**config.mk**
```make
export PLATFORM = sky130hd
export DESIGN_NAME = uartTop
export DESIGN_NICKNAME = d
export VERILOG_FILES = /design/src/common/uartPkg.sv /design/src/common/byteFifoIf.sv /design/src/hw/uartRegs.sv /design/src/hw/uartTop.sv /design/src/uart/txFifo.sv /design/src/uart/uartRx.sv /design/src/uart/uartTx.sv
export SDC_FILE = /design/constraint.sdc
export NUM_CORES = 1
export LEC_CHECK = 0
export BUFFER_PORTS_ARGS = -buffer_cell sky130_fd_sc_hd__clkbuf_2
export CAP_MARGIN = 5
export CELL_PAD_IN_SITES_DETAIL_PLACEMENT = 1
export CELL_PAD_IN_SITES_GLOBAL_PLACEMENT = 1
export CORE_MARGIN = 10
export CORE_UTILIZATION = 40
export CTS_BUF_LIST = sky130_fd_sc_hd__clkbuf_4
export DETAILED_ROUTE_END_ITERATION = 12
export PLACE_DENSITY = 0.66
export SLEW_MARGIN = 20
export SYNTH_ARGS = -nofsm -noshare
export SYNTH_HDL_FRONTEND = slang
export SYNTH_SLANG_ARGS = --single-unit
```
**constraint.sdc**
```tcl
create_clock -name clk -period 4.4 [get_ports clk]
set_input_delay 0.66 -clock clk [delete_from_list [all_inputs] [get_ports clk]]
set_output_delay 0.66 -clock clk [all_outputs]
set_load 0.02 [all_outputs]
```
**src/common/uartPkg.sv**
```systemverilog
`default_nettype none

package uartPkg;

  //////////////////////////////////////////////////
  // Register map
  //////////////////////////////////////////////////

  localparam logic [1:0] brgAddr = 2'd0;  // Baud divisor
  localparam logic [1:0] ctlAddr = 2'd1;  // Control
  localparam logic [1:0] txrAddr = 2'd2;  // Write queues a byte
  localparam logic [1:0] rxrAddr = 2'd3;  // Last received byte

  //////////////////////////////////////////////////
  // Transmit queue sizing
  //////////////////////////////////////////////////

  localparam int txFifoDepth = 8;
  localparam int txFifoPtrW  = 3;  // log2 of depth

  //////////////////////////////////////////////////
  // Status word bit positions
  //////////////////////////////////////////////////

  localparam int stTxBusy    = 0;
  localparam int stFifoEmpty = 1;
  localparam int stFifoFull  = 2;
  localparam int stRxValid   = 3;
  localparam int stRxOverrun = 4;  // Sticky until status read
  localparam int stFrameErr  = 5;  // Sticky until status read

  // 8N1 frame as it sits on the line
  // Raw view shifts out or in with bit 0 first
  typedef union packed {
    logic [9:0] raw;
    struct packed {
      logic       stop;   // High end
      logic [7:0] data;   // LSB goes out first
      logic       start;  // Low end
    } fields;
  } uartFrameU;

endpackage

`default_nettype wire

```
**src/common/byteFifoIf.sv**
```systemverilog
`timescale 1ns/1ps
`default_nettype none

// Byte queue link between register block and serializer
interface byteFifoIf;

  logic       push;    // Writer strobe
  logic [7:0] wrData;
  logic       full;
  logic       empty;
  logic       pop;     // Reader strobe
  logic [7:0] rdData;  // Head entry

  // Register block side
  modport writer (output push, wrData, input full, empty);

  // Serializer side
  modport reader (output pop, input rdData, empty);

  // Queue storage side
  modport fifo (input push, wrData, pop, output full, empty, rdData);

endinterface

`default_nettype wire

```
**src/hw/uartRegs.sv**
```systemverilog
`timescale 1ns/1ps
`default_nettype none

module uartRegs (
  input  logic        clk,
  input  logic        rstN,
  input  logic        busEn,       // Access strobe
  input  logic        busWr,       // High for write
  input  logic [1:0]  busAddr,
  input  logic [15:0] busWrData,
  output logic [15:0] busRdData,
  byteFifoIf.writer   fifo,
  input  logic        txBusy,
  input  logic [7:0]  rxByte,
  input  logic        rxDone,
  input  logic        rxFrameErr,
  output logic [15:0] brgDiv,
  output logic        uartEn,
  output logic        rxInt
);
  import uartPkg::*;

  logic        regWr;
  logic        regRd;
  logic        rxRdClr;     // Read of receive register
  logic        statRdClr;   // Read of status register
  logic [7:0]  rxData;
  logic        rxValid;
  logic        rxOverrun;
  logic        frameErr;
  logic [15:0] statusWord;

  //////////////////////////////////////////////////
  // Address decode
  //////////////////////////////////////////////////

  assign regWr     = busEn & busWr;
  assign regRd     = busEn & ~busWr;
  assign rxRdClr   = regRd & (busAddr == rxrAddr);
  assign statRdClr = regRd & (busAddr == txrAddr);

  // Address 2 write goes straight into the queue
  assign fifo.push   = regWr & (busAddr == txrAddr);
  assign fifo.wrData = busWrData[7:0];  // Upper byte ignored

  assign rxInt = rxDone;  // Interrupt per good byte

  // Divisor and enable
  always_ff @(posedge clk or negedge rstN) begin
    if (!rstN) begin
      brgDiv <= '0;
      uartEn <= 1'b0;
    end else if (regWr) begin
      if (busAddr == brgAddr) brgDiv <= busWrData;
      if (busAddr == ctlAddr) uartEn <= busWrData[0];  // Only bit 0 kept
    end
  end

  //////////////////////////////////////////////////
  // Receive side flags
  //////////////////////////////////////////////////

  always_ff @(posedge clk or negedge rstN) begin
    if (!rstN) begin
      rxValid   <= 1'b0;
      rxOverrun <= 1'b0;
      frameErr  <= 1'b0;
    end else begin
      // New byte wins over a clearing read
      if (rxDone) rxValid <= 1'b1;
      else if (rxRdClr) rxValid <= 1'b0;

      // Unread byte being replaced
      if (rxDone && rxValid && !rxRdClr) rxOverrun <= 1'b1;
      else if (statRdClr) rxOverrun <= 1'b0;

      if (rxFrameErr) frameErr <= 1'b1;  // Bad stop bit
      else if (statRdClr) frameErr <= 1'b0;
    end
  end

  // Byte holding register
  always_ff @(posedge clk) begin
    if (rxDone) rxData <= rxByte;
  end

  //////////////////////////////////////////////////
  // Read mux
  //////////////////////////////////////////////////

  always_comb begin
    statusWord              = '0;
    statusWord[stTxBusy]    = txBusy;
    statusWord[stFifoEmpty] = fifo.empty;
    statusWord[stFifoFull]  = fifo.full;
    statusWord[stRxValid]   = rxValid;
    statusWord[stRxOverrun] = rxOverrun;
    statusWord[stFrameErr]  = frameErr;
  end

  always_comb begin
    case (busAddr)
      brgAddr: busRdData = brgDiv;
      ctlAddr: busRdData = {15'd0, uartEn};
      txrAddr: busRdData = statusWord;          // Status on read
      rxrAddr: busRdData = {8'd0, rxData};
      default: busRdData = '0;
    endcase
  end

  // One bus access is either a push or a clearing read
  aPushNoClear: assert property (@(posedge clk) disable iff (!rstN)
    !(fifo.push && (rxRdClr || statRdClr)));

endmodule

`default_nettype wire

```
**src/hw/uartTop.sv**
```systemverilog
`timescale 1ns/1ps
`default_nettype none

module uartTop (
  input  logic        clk,
  input  logic        rstN,
  input  logic        busEn,
  input  logic        busWr,
  input  logic [1:0]  busAddr,
  input  logic [15:0] busWrData,
  output logic [15:0] busRdData,
  output logic        txOut,
  output logic        txInt,
  input  logic        rxIn,
  output logic        rxInt
);

  logic [15:0] brgDiv;
  logic        uartEn;
  logic        txBusy;
  logic [7:0]  rxByte;
  logic        rxDone;
  logic        rxFrameErr;

  byteFifoIf fifoBus ();  // Registers to serializer path

  //////////////////////////////////////////////////
  // Producer queue and consumer
  //////////////////////////////////////////////////

  uartRegs uartRegs_inst (
    .clk        (clk),
    .rstN       (rstN),
    .busEn      (busEn),
    .busWr      (busWr),
    .busAddr    (busAddr),
    .busWrData  (busWrData),
    .busRdData  (busRdData),
    .fifo       (fifoBus.writer),
    .txBusy     (txBusy),
    .rxByte     (rxByte),
    .rxDone     (rxDone),
    .rxFrameErr (rxFrameErr),
    .brgDiv     (brgDiv),
    .uartEn     (uartEn),
    .rxInt      (rxInt)
  );

  txFifo txFifo_inst (
    .clk  (clk),
    .rstN (rstN),
    .fifo (fifoBus.fifo)
  );

  uartTx uartTx_inst (
    .clk    (clk),
    .rstN   (rstN),
    .fifo   (fifoBus.reader),
    .brgDiv (brgDiv),
    .uartEn (uartEn),
    .txBusy (txBusy),
    .txOut  (txOut),
    .txInt  (txInt)
  );

  // Receiver beside the transmit chain
  uartRx uartRx_inst (
    .clk        (clk),
    .rstN       (rstN),
    .rxIn       (rxIn),
    .brgDiv     (brgDiv),
    .uartEn     (uartEn),
    .rxByte     (rxByte),
    .rxDone     (rxDone),
    .rxFrameErr (rxFrameErr)
  );

endmodule

`default_nettype wire

```
**src/uart/txFifo.sv**
```systemverilog
`timescale 1ns/1ps
`default_nettype none

module txFifo (
  input  logic    clk,
  input  logic    rstN,
  byteFifoIf.fifo fifo
);
  import uartPkg::*;

  logic [7:0]            mem [txFifoDepth];
  logic [txFifoPtrW-1:0] wrPtr;
  logic [txFifoPtrW-1:0] rdPtr;
  logic [txFifoPtrW:0]   count;   // One extra bit for full
  logic                  doPush;
  logic                  doPop;

  //////////////////////////////////////////////////
  // Strobe qualification
  //////////////////////////////////////////////////

  assign doPush = fifo.push & ~fifo.full;   // Push into full queue dropped
  assign doPop  = fifo.pop & ~fifo.empty;

  assign fifo.full   = (count == (txFifoPtrW + 1)'(txFifoDepth));
  assign fifo.empty  = (count == '0);
  assign fifo.rdData = mem[rdPtr];          // Head visible without a pop

  // Storage
  always_ff @(posedge clk) begin
    if (doPush) mem[wrPtr] <= fifo.wrData;
  end

  //////////////////////////////////////////////////
  // Pointers and fill count
  //////////////////////////////////////////////////

  always_ff @(posedge clk or negedge rstN) begin
    if (!rstN) begin
      wrPtr <= '0;
      rdPtr <= '0;
      count <= '0;
    end else begin
      if (doPush) wrPtr <= wrPtr + 1'b1;  // Wraps at depth
      if (doPop) rdPtr <= rdPtr + 1'b1;

      case ({doPush, doPop})
        2'b10:   count <= count + 1'b1;
        2'b01:   count <= count - 1'b1;
        default: count <= count;          // Both or neither
      endcase
    end
  end

  // Fill level stays within storage
  aCountBound: assert property (@(posedge clk) disable iff (!rstN)
    count <= (txFifoPtrW + 1)'(txFifoDepth));

  // Serializer only pops when it saw a byte waiting
  aNoPopEmpty: assert property (@(posedge clk) disable iff (!rstN)
    fifo.pop |-> !fifo.empty);

endmodule

`default_nettype wire

```
**src/uart/uartRx.sv**
```systemverilog
`timescale 1ns/1ps
`default_nettype none

module uartRx (
  input  logic        clk,
  input  logic        rstN,
  input  logic        rxIn,
  input  logic [15:0] brgDiv,
  input  logic        uartEn,
  output logic [7:0]  rxByte,
  output logic        rxDone,
  output logic        rxFrameErr
);
  import uartPkg::*;

  logic [1:0]  rxSync;      // Two flop synchronizer
  logic        rxPrev;      // For edge detect
  logic        rxBit;
  logic        rxFall;
  logic        receiving;
  logic        firstHalf;   // Waiting for start bit center
  logic [15:0] baudCnt;
  logic [3:0]  bitCnt;      // Samples taken
  logic [16:0] halfSpan;
  logic [15:0] sampleLim;
  logic        sampleNow;
  uartFrameU   rxFrame;
  uartFrameU   frameNext;

  //////////////////////////////////////////////////
  // Input synchronizer
  //////////////////////////////////////////////////

  always_ff @(posedge clk or negedge rstN) begin
    if (!rstN) begin
      rxSync <= 2'b11;  // Idle line level
      rxPrev <= 1'b1;
    end else begin
      rxSync <= {rxSync[0], rxIn};
      rxPrev <= rxSync[1];
    end
  end

  assign rxBit  = rxSync[1];
  assign rxFall = rxPrev & ~rxBit;

  // Half period first and whole periods after
  assign halfSpan = ({1'b0, brgDiv} + 17'd1) >> 1;

  always_comb begin
    if (!firstHalf) sampleLim = brgDiv;
    else if (halfSpan == 17'd0) sampleLim = '0;  // Divisor of zero
    else sampleLim = halfSpan[15:0] - 16'd1;
  end

  assign sampleNow = receiving & (baudCnt == sampleLim);

  always_comb begin
    frameNext.raw = {rxBit, rxFrame.raw[9:1]};  // Newest sample at top
  end

  //////////////////////////////////////////////////
  // Receive FSM
  //////////////////////////////////////////////////

  always_ff @(posedge clk or negedge rstN) begin
    if (!rstN) begin
      receiving  <= 1'b0;
      firstHalf  <= 1'b0;
      baudCnt    <= '0;
      bitCnt     <= '0;
      rxDone     <= 1'b0;
      rxFrameErr <= 1'b0;
    end else begin
      rxDone     <= 1'b0;
      rxFrameErr <= 1'b0;
      if (!uartEn) begin
        receiving <= 1'b0;
        baudCnt   <= '0;
        bitCnt    <= '0;
      end else if (!receiving) begin
        if (rxFall) begin  // Start edge
          receiving <= 1'b1;
          firstHalf <= 1'b1;
          baudCnt   <= '0;
          bitCnt    <= '0;
        end
      end else if (sampleNow) begin
        baudCnt   <= '0;
        firstHalf <= 1'b0;
        bitCnt    <= bitCnt + 4'd1;
        if (firstHalf && rxBit) begin
          receiving <= 1'b0;  // Glitch so drop quietly
        end else if (bitCnt == 4'd9) begin
          receiving  <= 1'b0;
          rxDone     <= frameNext.fields.stop & ~frameNext.fields.start;
          rxFrameErr <= ~frameNext.fields.stop;
        end
      end else begin
        baudCnt <= baudCnt + 16'd1;
      end
    end
  end

  // Sample shift and byte capture
  always_ff @(posedge clk) begin
    if (sampleNow) rxFrame <= frameNext;
    if (sampleNow && bitCnt == 4'd9) rxByte <= frameNext.fields.data;
  end

endmodule

`default_nettype wire

```
**src/uart/uartTx.sv**
```systemverilog
`timescale 1ns/1ps
`default_nettype none

module uartTx (
  input  logic        clk,
  input  logic        rstN,
  byteFifoIf.reader   fifo,
  input  logic [15:0] brgDiv,
  input  logic        uartEn,
  output logic        txBusy,
  output logic        txOut,
  output logic        txInt
);
  import uartPkg::*;

  logic        shifting;    // FSM state, low when idle
  logic [15:0] baudCnt;     // Cycles into current bit
  logic [3:0]  bitCnt;      // Bits already sent
  uartFrameU   txFrame;     // Bit 0 drives the line
  logic        startXmit;
  logic        baudTick;
  logic        lastBit;

  //////////////////////////////////////////////////
  // Control
  //////////////////////////////////////////////////

  assign startXmit = ~shifting & uartEn & ~fifo.empty;
  assign baudTick  = shifting & (baudCnt == brgDiv);  // End of a bit period
  assign lastBit   = (bitCnt == 4'd9);                // Stop bit on the line

  assign fifo.pop = startXmit;  // Pop in the start cycle

  always_ff @(posedge clk or negedge rstN) begin
    if (!rstN) begin
      shifting    <= 1'b0;
      baudCnt     <= '0;
      bitCnt      <= '0;
      txFrame.raw <= '1;  // Line idles high
      txInt       <= 1'b0;
    end else begin
      txInt <= 1'b0;
      if (!uartEn) begin
        // Abort any frame and idle the line
        shifting    <= 1'b0;
        baudCnt     <= '0;
        bitCnt      <= '0;
        txFrame.raw <= '1;
      end else if (startXmit) begin
        shifting             <= 1'b1;
        baudCnt              <= '0;
        bitCnt               <= '0;
        txFrame.fields.start <= 1'b0;
        txFrame.fields.data  <= fifo.rdData;
        txFrame.fields.stop  <= 1'b1;
      end else if (baudTick) begin
        baudCnt     <= '0;
        txFrame.raw <= {1'b1, txFrame.raw[9:1]};  // Next bit out and fill with idle
        if (lastBit) begin
          shifting <= 1'b0;
          bitCnt   <= '0;
          txInt    <= 1'b1;  // Cycle after stop bit
        end else begin
          bitCnt <= bitCnt + 4'd1;
        end
      end else if (shifting) begin
        baudCnt <= baudCnt + 16'd1;
      end
    end
  end

  //////////////////////////////////////////////////
  // Outputs
  //////////////////////////////////////////////////

  assign txOut  = txFrame.raw[0];
  assign txBusy = shifting;

  // Frame fully drained by the time the FSM idles
  aIdleHigh: assert property (@(posedge clk) disable iff (!rstN)
    !shifting |-> txOut);

endmodule

`default_nettype wire
```
---- Word-level counts from Yosys, hierarchy flattened ----
Memory sizes are Yosys's and may differ from the RTL's.
Index checks and enable logic that the tools add are counted.
word-level totals
  register bits ........................... 115
  RAM bits ................................ 64
  bits of input ports ..................... 23
  output and inout port bits .............. 19
  logic and storage cells ................. 145
  memories kept ........................... 1
memory list
  name             depth  bits a word  read ports  clocked after memory_dff  write ports  line          RTL
  txFifo_inst.mem  8      8            1           0                         1            txFifo.sv:11  logic [7:0] mem [txFifoDepth];
operators by class
  $add $sub $neg .......................... 10
  equal/unequal tests ..................... 16
  mux-type cells .......................... 57
  bitwise operators ....................... 19
  reduce and logical (&&, ||, !) cells .... 18
operators with widths
  cell                     number
  $mux W16                 10
  $pmux W16 S4             1
  $mux W1                  34
  $add A16 B1 Y16 const B  2
  $eq A16 B16 Y1           2
  $mux W4                  8
  $mux W10                 3
  $add A16 B1 Y17 const B  1
  $logic_not A17 Y1        1
  $sub A16 B1 Y16 const B  1
  $and A1 B1 Y1            13
  $add A4 B1 Y4 const B    3
  $eq A4 B4 Y1 const B     3
  $reduce_bool A2 Y1       5
  $ne A3 B1 Y1 const B     3
  $pmux W4 S2              1
  $reduce_and A2 Y1        4
  $add A3 B1 Y3 const B    2
  $eq A2 B2 Y1 const B     3
  $not A1 Y1               6
  $eq A2 B1 Y1 const B     2
  $logic_and A1 B1 Y1      4
  $logic_not A4 Y1         1
  $ne A4 B1 Y1 const B     1
  other kinds (6)          6

---- Logic depth before layout (Yosys ltp) ----
Gate-level depths: netlist (run 1).
  word-level depth ........................ 9
  depth in mapped cells ................... 16

---- Modules after synthesis ----
From an unflattened synthesis (run 1), not the netlist that was laid out.
second synthesis, totals
  cell total of the unflattened synthesis .. 858
  area total of the unflattened synthesis .. 10000.8 um^2
modules (own cells, without submodules)
  module    times used  cells each  area an instance (um^2)
  uartRx    1           413         3756.1
  txFifo    1           160         3124.2
  uartTx    1           191         1751.7
  uartRegs  1           94          1368.8

---- Worst setup path after synthesis (run 1) ----
No wires, ideal clock.
  path kind ............................... register to register
  start ................................... register uartRegs_inst.brgDiv[0]
  end ..................................... register uartRx_inst.rxByte[0] (enable)
  arrival ................................. 3.671 ns
  required time ........................... 4.030 ns
  path slack .............................. 0.359 ns
  stages on the path, launching flop included .. 14
  path buffers ............................ 1
  period minus slack after synthesis ...... 4.041 ns
  cell sequence ........................... dfrtp_1 ha_1 nand4_2 or4_1 xor2_1 and3_1 clkbuf_1 and2_1 o311ai_0 a311o_1 a211oi_4 nand4_4 or2_4 nor2_1
on the way
  word-level cells in the longest chain between the ends .. 7
  elaborated cells on any way between the ends .. 8
RTL lines
  element                                                      line                        RTL
  from (decl)                                                  uartRegs.sv:17              output logic [15:0] brgDiv,
  from (signal assigned)                                       uartRegs.sv:54              if (busAddr == brgAddr) brgDiv <= busWrData;
  $add A16 B1 Y17                                              uartRx.sv:48                assign halfSpan = ({1'b0, brgDiv} + 17'd1) >> 1;
  $sub A16 B1 Y16 / $logic_not A17 Y1 (equally long branches)  uartRx.sv:53, uartRx.sv:52
  $mux W16                                                     uartRx.sv:52                else if (halfSpan == 17'd0) sampleLim = '0;
  $mux W16 *                                                   uartRx.sv:51                if (!firstHalf) sampleLim = brgDiv;
  $eq A16 B16 Y1 *                                             uartRx.sv:56                assign sampleNow = receiving & (baudCnt == sampleLim);
  $and A1 B1 Y1 *                                              uartRx.sv:56
  $logic_and A1 B1 Y1 *                                        uartRx.sv:108               if (sampleNow && bitCnt == 4'd9) rxByte <= frameNext.fields.data;
  to (signal assigned)                                         uartRx.sv:108
  to (decl)                                                    uartRx.sv:10                output logic [7:0] rxByte,
Every way passes the cells marked *; elsewhere a longest branch is shown, timed or not.
A chain may end at the register's enable or synchronous reset.

---- Worst setup path after layout (run 1) ----
  start ................................... register uartRegs_inst.brgDiv[0]
  end ..................................... register uartRx_inst.rxByte[1] (enable)
The elaborated chain is that of the path after synthesis.

==> flow_summary.json, run 1 <==
{
  "slew_headroom": 0.280,
  "synth_top_area_cell": "edfxtp_1",
  "h-tree-depth": 4,
  "cap_viol_max_count": 0,
  "final_nets": 883,
  "grt_pass1_wl_um": 39400,
  "synthDistinctLibCells": 73,
  "cts-root-buf": "clkbuf_4",
  "total_power_w": 0.00444,
  "fp.dieW_um": 172,
  "start_util": 0.408,
  "r2r_start": "uartRegs_inst.brgDiv[0]",
  "cp-start-kind": "flip-flop",
  "synth_top_area_frac": 0.288,
  "p_leak_nw": 3.73,
  "skew_ns": 0.0376,
  "async_reset_ff_frac": 0.497,
  "syn2layout_area_growth_pct": 9.83,
  "critPathMaxFanout": 8,
  "n_fill_cell": 2470,
  "syn_avg_cell_area_um2": 11.5,
  "multi_input_comb_area_um2": 4140,
  "ys.warnings.count": 0,
  "dp.final_hpwl_um": 17400,
  "ctsLongestPathBuffers": 2,
  "die_h_um": 172,
  "synth-edff-count": 89,
  "core_um2": 22700,
  "synth_seq_cells": 177,
  "syn_area_um2": 9270,
  "cts_tree": "built",
  "drt_iter0_drc": 336,
  "clk_pin_slew_ns": 0.19,
  "powerDensity_nw_per_um2": 437,
  "viasPerCell": 5.60,
  "grt_usage": 0.170,
  "worstPathArrival_ns": 4.44,
  "required_ns": 4.70,
  "drtAntennaViolNets": 0,
  "ys.flop_type": "edfxtp_1",
  "grt_pass1_vias": 7006,
  "cp-end-kind": "flip-flop",
  "fin_tns_setup_ns": 0,
  "grt_antenna_before_repair": 2,
  "gp_congestion": 0.914,
  "overflow": 0,
  "drcViolationCount": 0,
  "status": "complete, no violations",
  "cts_buffers": 17,
  "synthTopCellsByArea": "edfxtp_1, dfrtp_1, xnor2_1, mux4_2, dfstp_2",
  "insertion_delay_ns": 0.60,
  "first_pass_iters": 4,
  "critical_path_class": "flip-flop to flip-flop",
  "clkSinkCount": 177,
  "final_max_slew_viol_count": 0,
  "syn_nets": 846,
  "regArea_um2": 4890,
  "drive_gt1_frac": 0.204,
  "crit_start": "uartRegs_inst.brgDiv[0]",
  "hold_class": "primary input to flip-flop",
  "hp-start": "rxIn",
  "seq_area_frac_synth": 0.527,
  "vias": 6408,
  "grt_start_max_net_pins": 61,
  "io_buffers": 41,
  "period_share": 0.939,
  "hold_buffers": 0,
  "syn_inst": 809,
  "wire_per_inst_um": 20.8,
  "irDropWorstVdd_uv": 247,
  "whs_ns": 0.111,
  "setup_violations": 0,
  "min_period_ns": 4.13,
  "rsz0062_at_grt": "no",
  "hold_viol_final": 0,
  "rows": 55,
  "die-area_um2": 29700,
  "routed_wl_um": 23900,
  "worst_slew_pin_slew_ns": 1.08,
  "io-pin-count": 42,
  "fmax_mhz": 242
}
[cell usage after synthesis, types with 5 or more instances]
cell / n
nand2b_1: 7
clkbuf_1: 28
xor2_1: 16
and3_1: 13
or3_1: 9
a22oi_1: 9
buf_2: 7
ha_1: 13
inv_1: 20
mux4_2: 17
buf_1: 9
a21oi_1: 23
and4_1: 6
buf_4: 5
o21ai_0: 29
mux2i_1: 25
dfstp_2: 12
and2_1: 14
nand3b_1: 5
nor3_1: 18
nor2_1: 53
o311ai_0: 7
a22o_1: 11
nor4_1: 9
nand3_1: 34
edfxtp_1: 89
dfrtp_1: 76
nand4_1: 12
xnor2_1: 57
mux2_2: 24
nand2_1: 80
[final cells by class]
class,instances,area share
Inverter,21,0.00774
Timing Repair Buffer,67,0.0396
Clock buffer,17,0.0125
Clock inverter,15,0.0182
Antenna cell,1,0.000246
Multi-Input combinational cell,562,0.406
Tap cell,285,0.0350
Sequential cell,177,0.481
[per-stage QoR]
step	std cells	instance area [um^2]	setup slack (ns)	utilization
CTS	1142	10100	0.169	0.446
global route	1145	10200	0.0247	0.448
floorplan	809	9270	0.359	-
detailed placement	1110	9820	0.179	0.432
global placement	1110	9810	0.347	0.432
finish	1145	10200	0.266	0.448
[metal layers]
metal | routed length, um | vias to the layer above | track usage | part of all wire
met2 | 12000 | 94 | 0.290 | 0.50
li1 | - | 3042 | - | -
met3 | 804 | 30 | 0.0358 | 0.034
met1 | 10600 | 3240 | 0.213 | 0.44
met5 | 13 | - | 0 | 0.00054
met4 | 430 | 2 | 0.0491 | 0.018
[sequential cells by signal (all words and copies together), names as in the netlist, 2 cells and up]
register              cells
uartRegs_inst.rxData      8
txFifo_inst.rdPtr         3
uartTx_inst.txFrame       9
uartRx_inst.bitCnt        4
uartRx_inst.baudCnt      16
txFifo_inst.count         4
uartRx_inst.rxSync        2
txFifo_inst.mem          64
uartRegs_inst.brgDiv     16
txFifo_inst.wrPtr         3
uartRx_inst.rxFrame       9
uartTx_inst.baudCnt      16
uartRx_inst.rxByte        8
uartTx_inst.bitCnt        4
[critical path, stage by stage, from the launching register on]
cell	delay [ns]
dfrtp_1	0.40
ha_1	0.22
nand4_2	0.20
or4_1	0.58
xor2_1	0.28
and3_2	0.32
nand4_1	0.32
nand4_1	0.20
o2111ai_1	0.18
a211oi_4	0.40
nand4_4	0.15
or2_4	0.28
nor2_1	0.12
buf_4	0.18
[cells by family after synthesis]
| kind of cell | after synthesis | share of synthesized area |
|---|---|---|
| simple gates | 283 | 0.156 |
| flops | 177 | 0.527 |
| compound gates | 125 | 0.0980 |
| xor+xnor | 73 | 0.0690 |
| buf+inv | 70 | 0.0313 |
| mux | 67 | 0.0987 |
| fa+ha+maj | 14 | 0.0197 |
[layout by cell type, fill, tap and decap left out, types with 16 or more instances in the layout]
cell / synthesis / layout
a21oi_1: 23 / 23
buf_4: 5 / 27
clkbuf_2: 0 / 40
clkbuf_4: 0 / 17
dfrtp_1: 76 / 74
edfxtp_1: 89 / 89
inv_1: 20 / 20
mux2_2: 24 / 24
mux2i_1: 25 / 25
mux4_2: 17 / 17
nand2_1: 80 / 80
nand3_1: 34 / 34
nor2_1: 53 / 53
nor3_1: 18 / 16
o21ai_0: 29 / 29
xnor2_1: 57 / 57
xor2_1: 16 / 16
[path summary, 6_finish.rpt]
check	slack, ns	endpoint	depth (start not counted)
min in group asynchronous	0.12	uartTx_inst.baudCnt[11]	1
max	0.27	uartRx_inst.rxByte[1]	13
min reg2reg	0.38	uartRx_inst.rxSync[1]	0
min	0.11	uartRx_inst.rxSync[0]	1
max reg2reg	0.27	uartRx_inst.rxByte[1]	13
max in group asynchronous	3.32	uartRx_inst.bitCnt[2]	2
[repair_timing]
item / in CTS / in global routing
endpoints found under the setup margin: 0 / 30
endpoints found under the hold margin: 0 / 0
setup buffers: 0 / 2
resized for setup: 0 / 6
[power by group]
group	switching, W	internal, W
clock	0.000710	0.000272
sequential	0.000253	0.00189
combinational	0.000704	0.000616
(Power assumes the default switching activity.)
==> run 2, diff against run 1 <==
--- a/config.mk
+++ b/config.mk
@@ -8,12 +8,12 @@
 export BUFFER_PORTS_ARGS = -buffer_cell sky130_fd_sc_hd__clkbuf_2
 export CAP_MARGIN = 5
 export CELL_PAD_IN_SITES_DETAIL_PLACEMENT = 1
-export CELL_PAD_IN_SITES_GLOBAL_PLACEMENT = 1
+export CELL_PAD_IN_SITES_GLOBAL_PLACEMENT = 2
 export CORE_MARGIN = 10
 export CORE_UTILIZATION = 40
 export CTS_BUF_LIST = sky130_fd_sc_hd__clkbuf_4
 export DETAILED_ROUTE_END_ITERATION = 12
-export PLACE_DENSITY = 0.66
+export PLACE_DENSITY = 0.76
 export SLEW_MARGIN = 20
 export SYNTH_ARGS = -nofsm -noshare
 export SYNTH_HDL_FRONTEND = slang
==> run 2 against run 1 <==
Against the previous run: clock power increased by 11%; final cell count unchanged; worst hold slack got worse by 0.019 ns; die area did not move; maximum frequency rose by 0.26%; critical path type unchanged.
==> flow_summary.json, run 2 (synthesis gave the netlist of run 1 again) <==
{
  "start_util": 0.408,
  "clk_pin_slew_ns": 0.21,
  "grt_usage": 0.173,
  "reg2regPathDepth": 12,
  "drive_gt1_frac": 0.196,
  "cts_tree": "built",
  "gp_congestion": 0.822,
  "hold_viol_final": 0,
  "grt_pass1_wl_um": 39700,
  "drt_iter0_drc": 488,
  "required_ns": 4.69,
  "post-place-ws_ns": 0.240,
  "clkSinkCount": 177,
  "io_buffers": 41,
  "viasPerCell": 5.69,
  "final_cell_mix": "edfxtp_1, nand2_1, dfrtp_1",
  "cap_viol_max_count": 0,
  "status": "complete, no violations",
  "p_int_w": 0.00282,
  "critical_path_class": "flip-flop to flip-flop",
  "ctsLongestPathBuffers": 2,
  "p_clk_frac": 0.239,
  "dp.final_hpwl_um": 17800,
  "powerDensity_nw_per_um2": 449,
  "first_pass_iters": 6,
  "overflow": 0,
  "drcViolationCount": 0,
  "r2r_start": "uartRegs_inst.brgDiv[1]",
  "worstPathArrival_ns": 4.42,
  "worst_slew_pin_slew_ns": 1.03,
  "crit_start": "uartRegs_inst.brgDiv[1]",
  "vias": 6519,
  "min_period_ns": 4.12,
  "wire_per_inst_um": 21.5,
  "p_leak_nw": 3.75,
  "reg2reg_setup_slack_ns": 0.28,
  "critPathMaxFanout": 9,
  "core_um2": 22700,
  "final_max_slew_viol_count": 0,
  "multi_input_comb_area_um2": 4110,
  "fp.dieW_um": 172,
  "final_nets": 882,
  "rows": 55,
  "cp-end-kind": "flip-flop",
  "grt_start_max_net_pins": 55,
  "hold_class": "primary input to async pin",
  "setup_violations": 0,
  "slew_headroom": 0.314,
  "fin_tns_setup_ns": 0,
  "regArea_um2": 4890,
  "drtAntennaViolNets": 0,
  "insertion_delay_ns": 0.60,
  "die_h_um": 172,
  "p_switching_w": 0.00176,
  "fmax_mhz": 243,
  "period_share": 0.937,
  "n_fill_cell": 2441,
  "grt_pass1_vias": 6982,
  "p_comb_frac": 0.293,
  "seq_power_share": 0.469,
  "largest-register": "txFifo_inst.mem",
  "cp-start-kind": "flip-flop",
  "grt_antenna_before_repair": 1,
  "cts-root-buf": "clkbuf_4",
  "final_common_cell": "edfxtp_1",
  "irDropWorstVdd_uv": 249,
  "io-pin-count": 42,
  "r2r_end": "uartRx_inst.rxFrame[6]",
  "hold_buffers": 0,
  "die-area_um2": 29700,
  "skew_ns": 0.0394,
  "rsz0062_at_grt": "no",
  "h-tree-depth": 4,
  "p_sw_frac": 0.384,
  "final.setup.worst_slack_ns": 0.277,
  "cts_buffers": 17,
  "syn2layout_area_growth_pct": 9.91,
  "routed_wl_um": 24600,
  "largest_register_ffs": 64
}
run 2: worst max-delay path: stages, from the launching register on:
cell and delay (ns):
dfrtp_1 0.40, buf_4 0.21, nand4_1 0.20, nor4_1 0.54
xnor2_1 0.29, and3_1 0.38, and2_1 0.23, o311ai_0 0.15
a311o_1 0.42, a211oi_4 0.28, nand4_4 0.16, or2_4 0.30
inv_1 0.27
run 2: through the flow:
stage	total power (W)	utilization	std cells	instance area, um^2	hold slack [ns]
4_1_cts	0.00462	0.448	1143	10200	0.0617
6_report	0.00458	0.449	1145	10200	0.0911
3_3_place_gp	0.00346	0.432	1111	9820	0.345
3_5_place_dp	0.00352	0.432	1111	9820	0.347
5_1_grt	0.00485	0.449	1145	10200	0.0551
2_1_floorplan	0.00308	-	809	9270	0.345
run 2: timing repair:
| action | in CTS | in global routing |
|---|---|---|
| gates resized for setup | 0 | 2 |
| buffers inserted | 0 | 0 |
| endpoints found under the setup margin | 0 | 23 |
run 2: metal layers:
| metal | share of wire | GRT usage | up-vias |
|---|---|---|---|
| met1 | 0.47 | 0.237 | 3338 |
| met2 | 0.49 | 0.282 | 133 |
| met4 | 0.0065 | 0.0367 | 0 |
| li1 | - | - | 3038 |
| met5 | 0 | 0 | - |
| met3 | 0.039 | 0.0296 | 10 |
run 2: cell type report:
| type | count | share of cell area |
|---|---|---|
| Antenna cell | 2 | 0.000491 |
| Clock buffer | 17 | 0.0125 |
| Clock inverter | 15 | 0.0222 |
| Inverter | 21 | 0.00774 |
| Multi-Input combinational cell | 562 | 0.403 |
| Sequential cell | 177 | 0.480 |
| Tap cell | 285 | 0.0350 |
| Timing Repair Buffer | 66 | 0.0388 |
run 2: worst max path at each step:
stage,end,slack (ns),depth (start not counted)
6_report,uartRx_inst.rxFrame[6],0.28,12
5_1_grt,uartRx_inst.rxFrame[8],0.002,12
4_1_cts,uartRx_inst.rxFrame[6],0.24,12
3_5_place_dp,uartRx_inst.rxFrame[8],0.24,12
3_3_place_gp,uartRx_inst.rxFrame[5],0.29,12
2_1_floorplan,uartRx_inst.rxByte[0],0.36,13
run 2: power groups by stage:
stage | Combinational [W] | Sequential [W] | Clock [W]
after floorplan | 0.00107 | 0.00201 | 0
after global placement | 0.00129 | 0.00217 | 0
after detailed placement | 0.00134 | 0.00218 | 0
after CTS | 0.00135 | 0.00215 | 0.00113
after global routing | 0.00147 | 0.00218 | 0.00120
final | 0.00134 | 0.00214 | 0.00109
==> run 3, diff against run 2 <==
--- a/config.mk
+++ b/config.mk
@@ -5,7 +5,7 @@
 export SDC_FILE = /design/constraint.sdc
 export NUM_CORES = 1
 export LEC_CHECK = 0
-export BUFFER_PORTS_ARGS = -buffer_cell sky130_fd_sc_hd__clkbuf_2
+export BUFFER_PORTS_ARGS = -buffer_cell sky130_fd_sc_hd__buf_4
 export CAP_MARGIN = 5
 export CELL_PAD_IN_SITES_DETAIL_PLACEMENT = 1
 export CELL_PAD_IN_SITES_GLOBAL_PLACEMENT = 2
==> run 3 against run 2 <==
Against the previous run: via count is 0.46% lower; final cell count stayed put; first-iteration DRC count is 27% lower; sequential cell count stayed put; worst hold slack better by 0.015 ns; total power is 2.9% lower.
==> flow_summary.json, run 3 (synthesis gave the netlist of run 1 again) <==
{
  "final.setup.worst_slack_ns": 0.216,
  "rows": 55,
  "post-cts-setup-buffers": 0,
  "required_ns": 4.70,
  "post-place-ws_ns": 0.122,
  "grt_pass1_vias": 6916,
  "cap_viol_max_count": 0,
  "overflow": 0,
  "first_pass_iters": 4,
  "worst_slew_pin_slew_ns": 1.06,
  "die-area_um2": 29700,
  "syn2layout_area_growth_pct": 10.4,
  "die_h_um": 172,
  "io_buffers": 41,
  "grt_start_max_net_pins": 53,
  "powerDensity_nw_per_um2": 434,
  "io-pin-count": 42,
  "largest_register_ffs": 64,
  "critical_path_class": "flip-flop to flip-flop",
  "clkSinkCount": 177,
  "setup_violations": 0,
  "multi_input_comb_area_um2": 4120,
  "cts_tree": "built",
  "insertion_delay_ns": 0.59,
  "h-tree-depth": 4,
  "final_nets": 882,
  "cp-end-kind": "flip-flop",
  "regArea_um2": 4890,
  "cts_buffers": 17,
  "drtAntennaViolNets": 0,
  "status": "complete, no violations",
  "grt_pass1_wl_um": 39700,
  "ctsLongestPathBuffers": 2,
  "final_max_slew_viol_count": 0,
  "worstPathArrival_ns": 4.49,
  "drcViolationCount": 0,
  "drt_iter0_drc": 354,
  "routed_wl_um": 24500,
  "gp_congestion": 0.857,
  "grt_usage": 0.173,
  "whs_ns": 0.106,
  "core_um2": 22700,
  "final_common_cell": "edfxtp_1",
  "vias": 6489,
  "hold_buffers": 0,
  "skew_ns": 0.0287,
  "fin_tns_setup_ns": 0,
  "cts-root-buf": "clkbuf_4",
  "grt_antenna_before_repair": 1,
  "critPathMaxFanout": 8,
  "hold_viol_final": 0,
  "cts_resized": 0,
  "drive_gt1_frac": 0.199,
  "wire_per_inst_um": 21.4,
  "fmax_mhz": 239,
  "n_fill_cell": 2431,
  "min_period_ns": 4.18,
  "p_leak_nw": 3.74,
  "slew_headroom": 0.291,
  "viasPerCell": 5.67,
  "fp.dieW_um": 172,
  "irDropWorstVdd_uv": 228,
  "largest-register": "txFifo_inst.mem",
  "start_util": 0.408,
  "cp-start-kind": "flip-flop",
  "clk_pin_slew_ns": 0.17,
  "fin_cells": 1145,
  "dp.final_hpwl_um": 17900,
  "dp_cells": 1111,
  "finalCoreUtilization": 0.451,
  "hold_class": "primary input to async pin",
  "period_share": 0.951,
  "final_cell_mix": "edfxtp_1, nand2_1, dfrtp_1"
}
[run 3: per-stage QoR]
| stage | power (W) | instance area [um^2] |
|---|---|---|
| floorplan | 0.00308 | 9270 |
| global placement | 0.00347 | 9920 |
| detailed placement | 0.00353 | 9920 |
| CTS | 0.00449 | 10200 |
| global route | 0.00473 | 10200 |
| finish | 0.00444 | 10200 |
[run 3: layer usage]
metal | share of wire | track usage | up-vias
li1 | - | - | 3045
met1 | 0.48 | 0.237 | 3312
met2 | 0.47 | 0.276 | 111
met3 | 0.035 | 0.0331 | 21
met4 | 0.013 | 0.0427 | 0
met5 | 0 | 0 | -
[run 3: critical path: stages, from the launching register on]
cell      delay (ns)
dfrtp_1         0.39
ha_2            0.26
nand4_2         0.22
or4_1           0.58
xor2_1          0.26
and3_2          0.33
and2_1          0.20
o311ai_0        0.16
a311o_1         0.42
a211oi_4        0.31
nand4_4         0.16
or2_4           0.29
nor2_1          0.12
buf_4           0.18
[run 3: final cells by class]
class                      count  share of cell area
timing repair buffer          66              0.0484
multi-input combinational    562               0.402
clock inverter                14              0.0154
inverter                      21             0.00770
tap                          285              0.0348
antenna                        2            0.000489
clock buffer                  18              0.0132
sequential                   177               0.478
[run 3: final timing paths]
check | start | endpoint | slack, ns | depth (start not counted)
max in group asynchronous | rstN | uartRegs_inst.frameErr | 3.29 | 2
setup / recovery | uartRegs_inst.brgDiv[0] | uartRx_inst.rxByte[6] | 0.22 | 13
min in group clk | rxIn | uartRx_inst.rxSync[0] | 0.15 | 1
setup reg to reg | uartRegs_inst.brgDiv[0] | uartRx_inst.rxByte[6] | 0.22 | 13
hold / removal | rstN | uartTx_inst.baudCnt[14] | 0.11 | 1
hold reg to reg | uartRx_inst.rxSync[0] | uartRx_inst.rxSync[1] | 0.37 | 0
[run 3: where the power goes]
| part | internal, W | switching [W] |
|---|---|---|
| clock network | 0.000270 | 0.000684 |
| logic | 0.000628 | 0.000717 |
| registers | 0.00189 | 0.000255 |
| total | 0.00279 | 0.00166 |
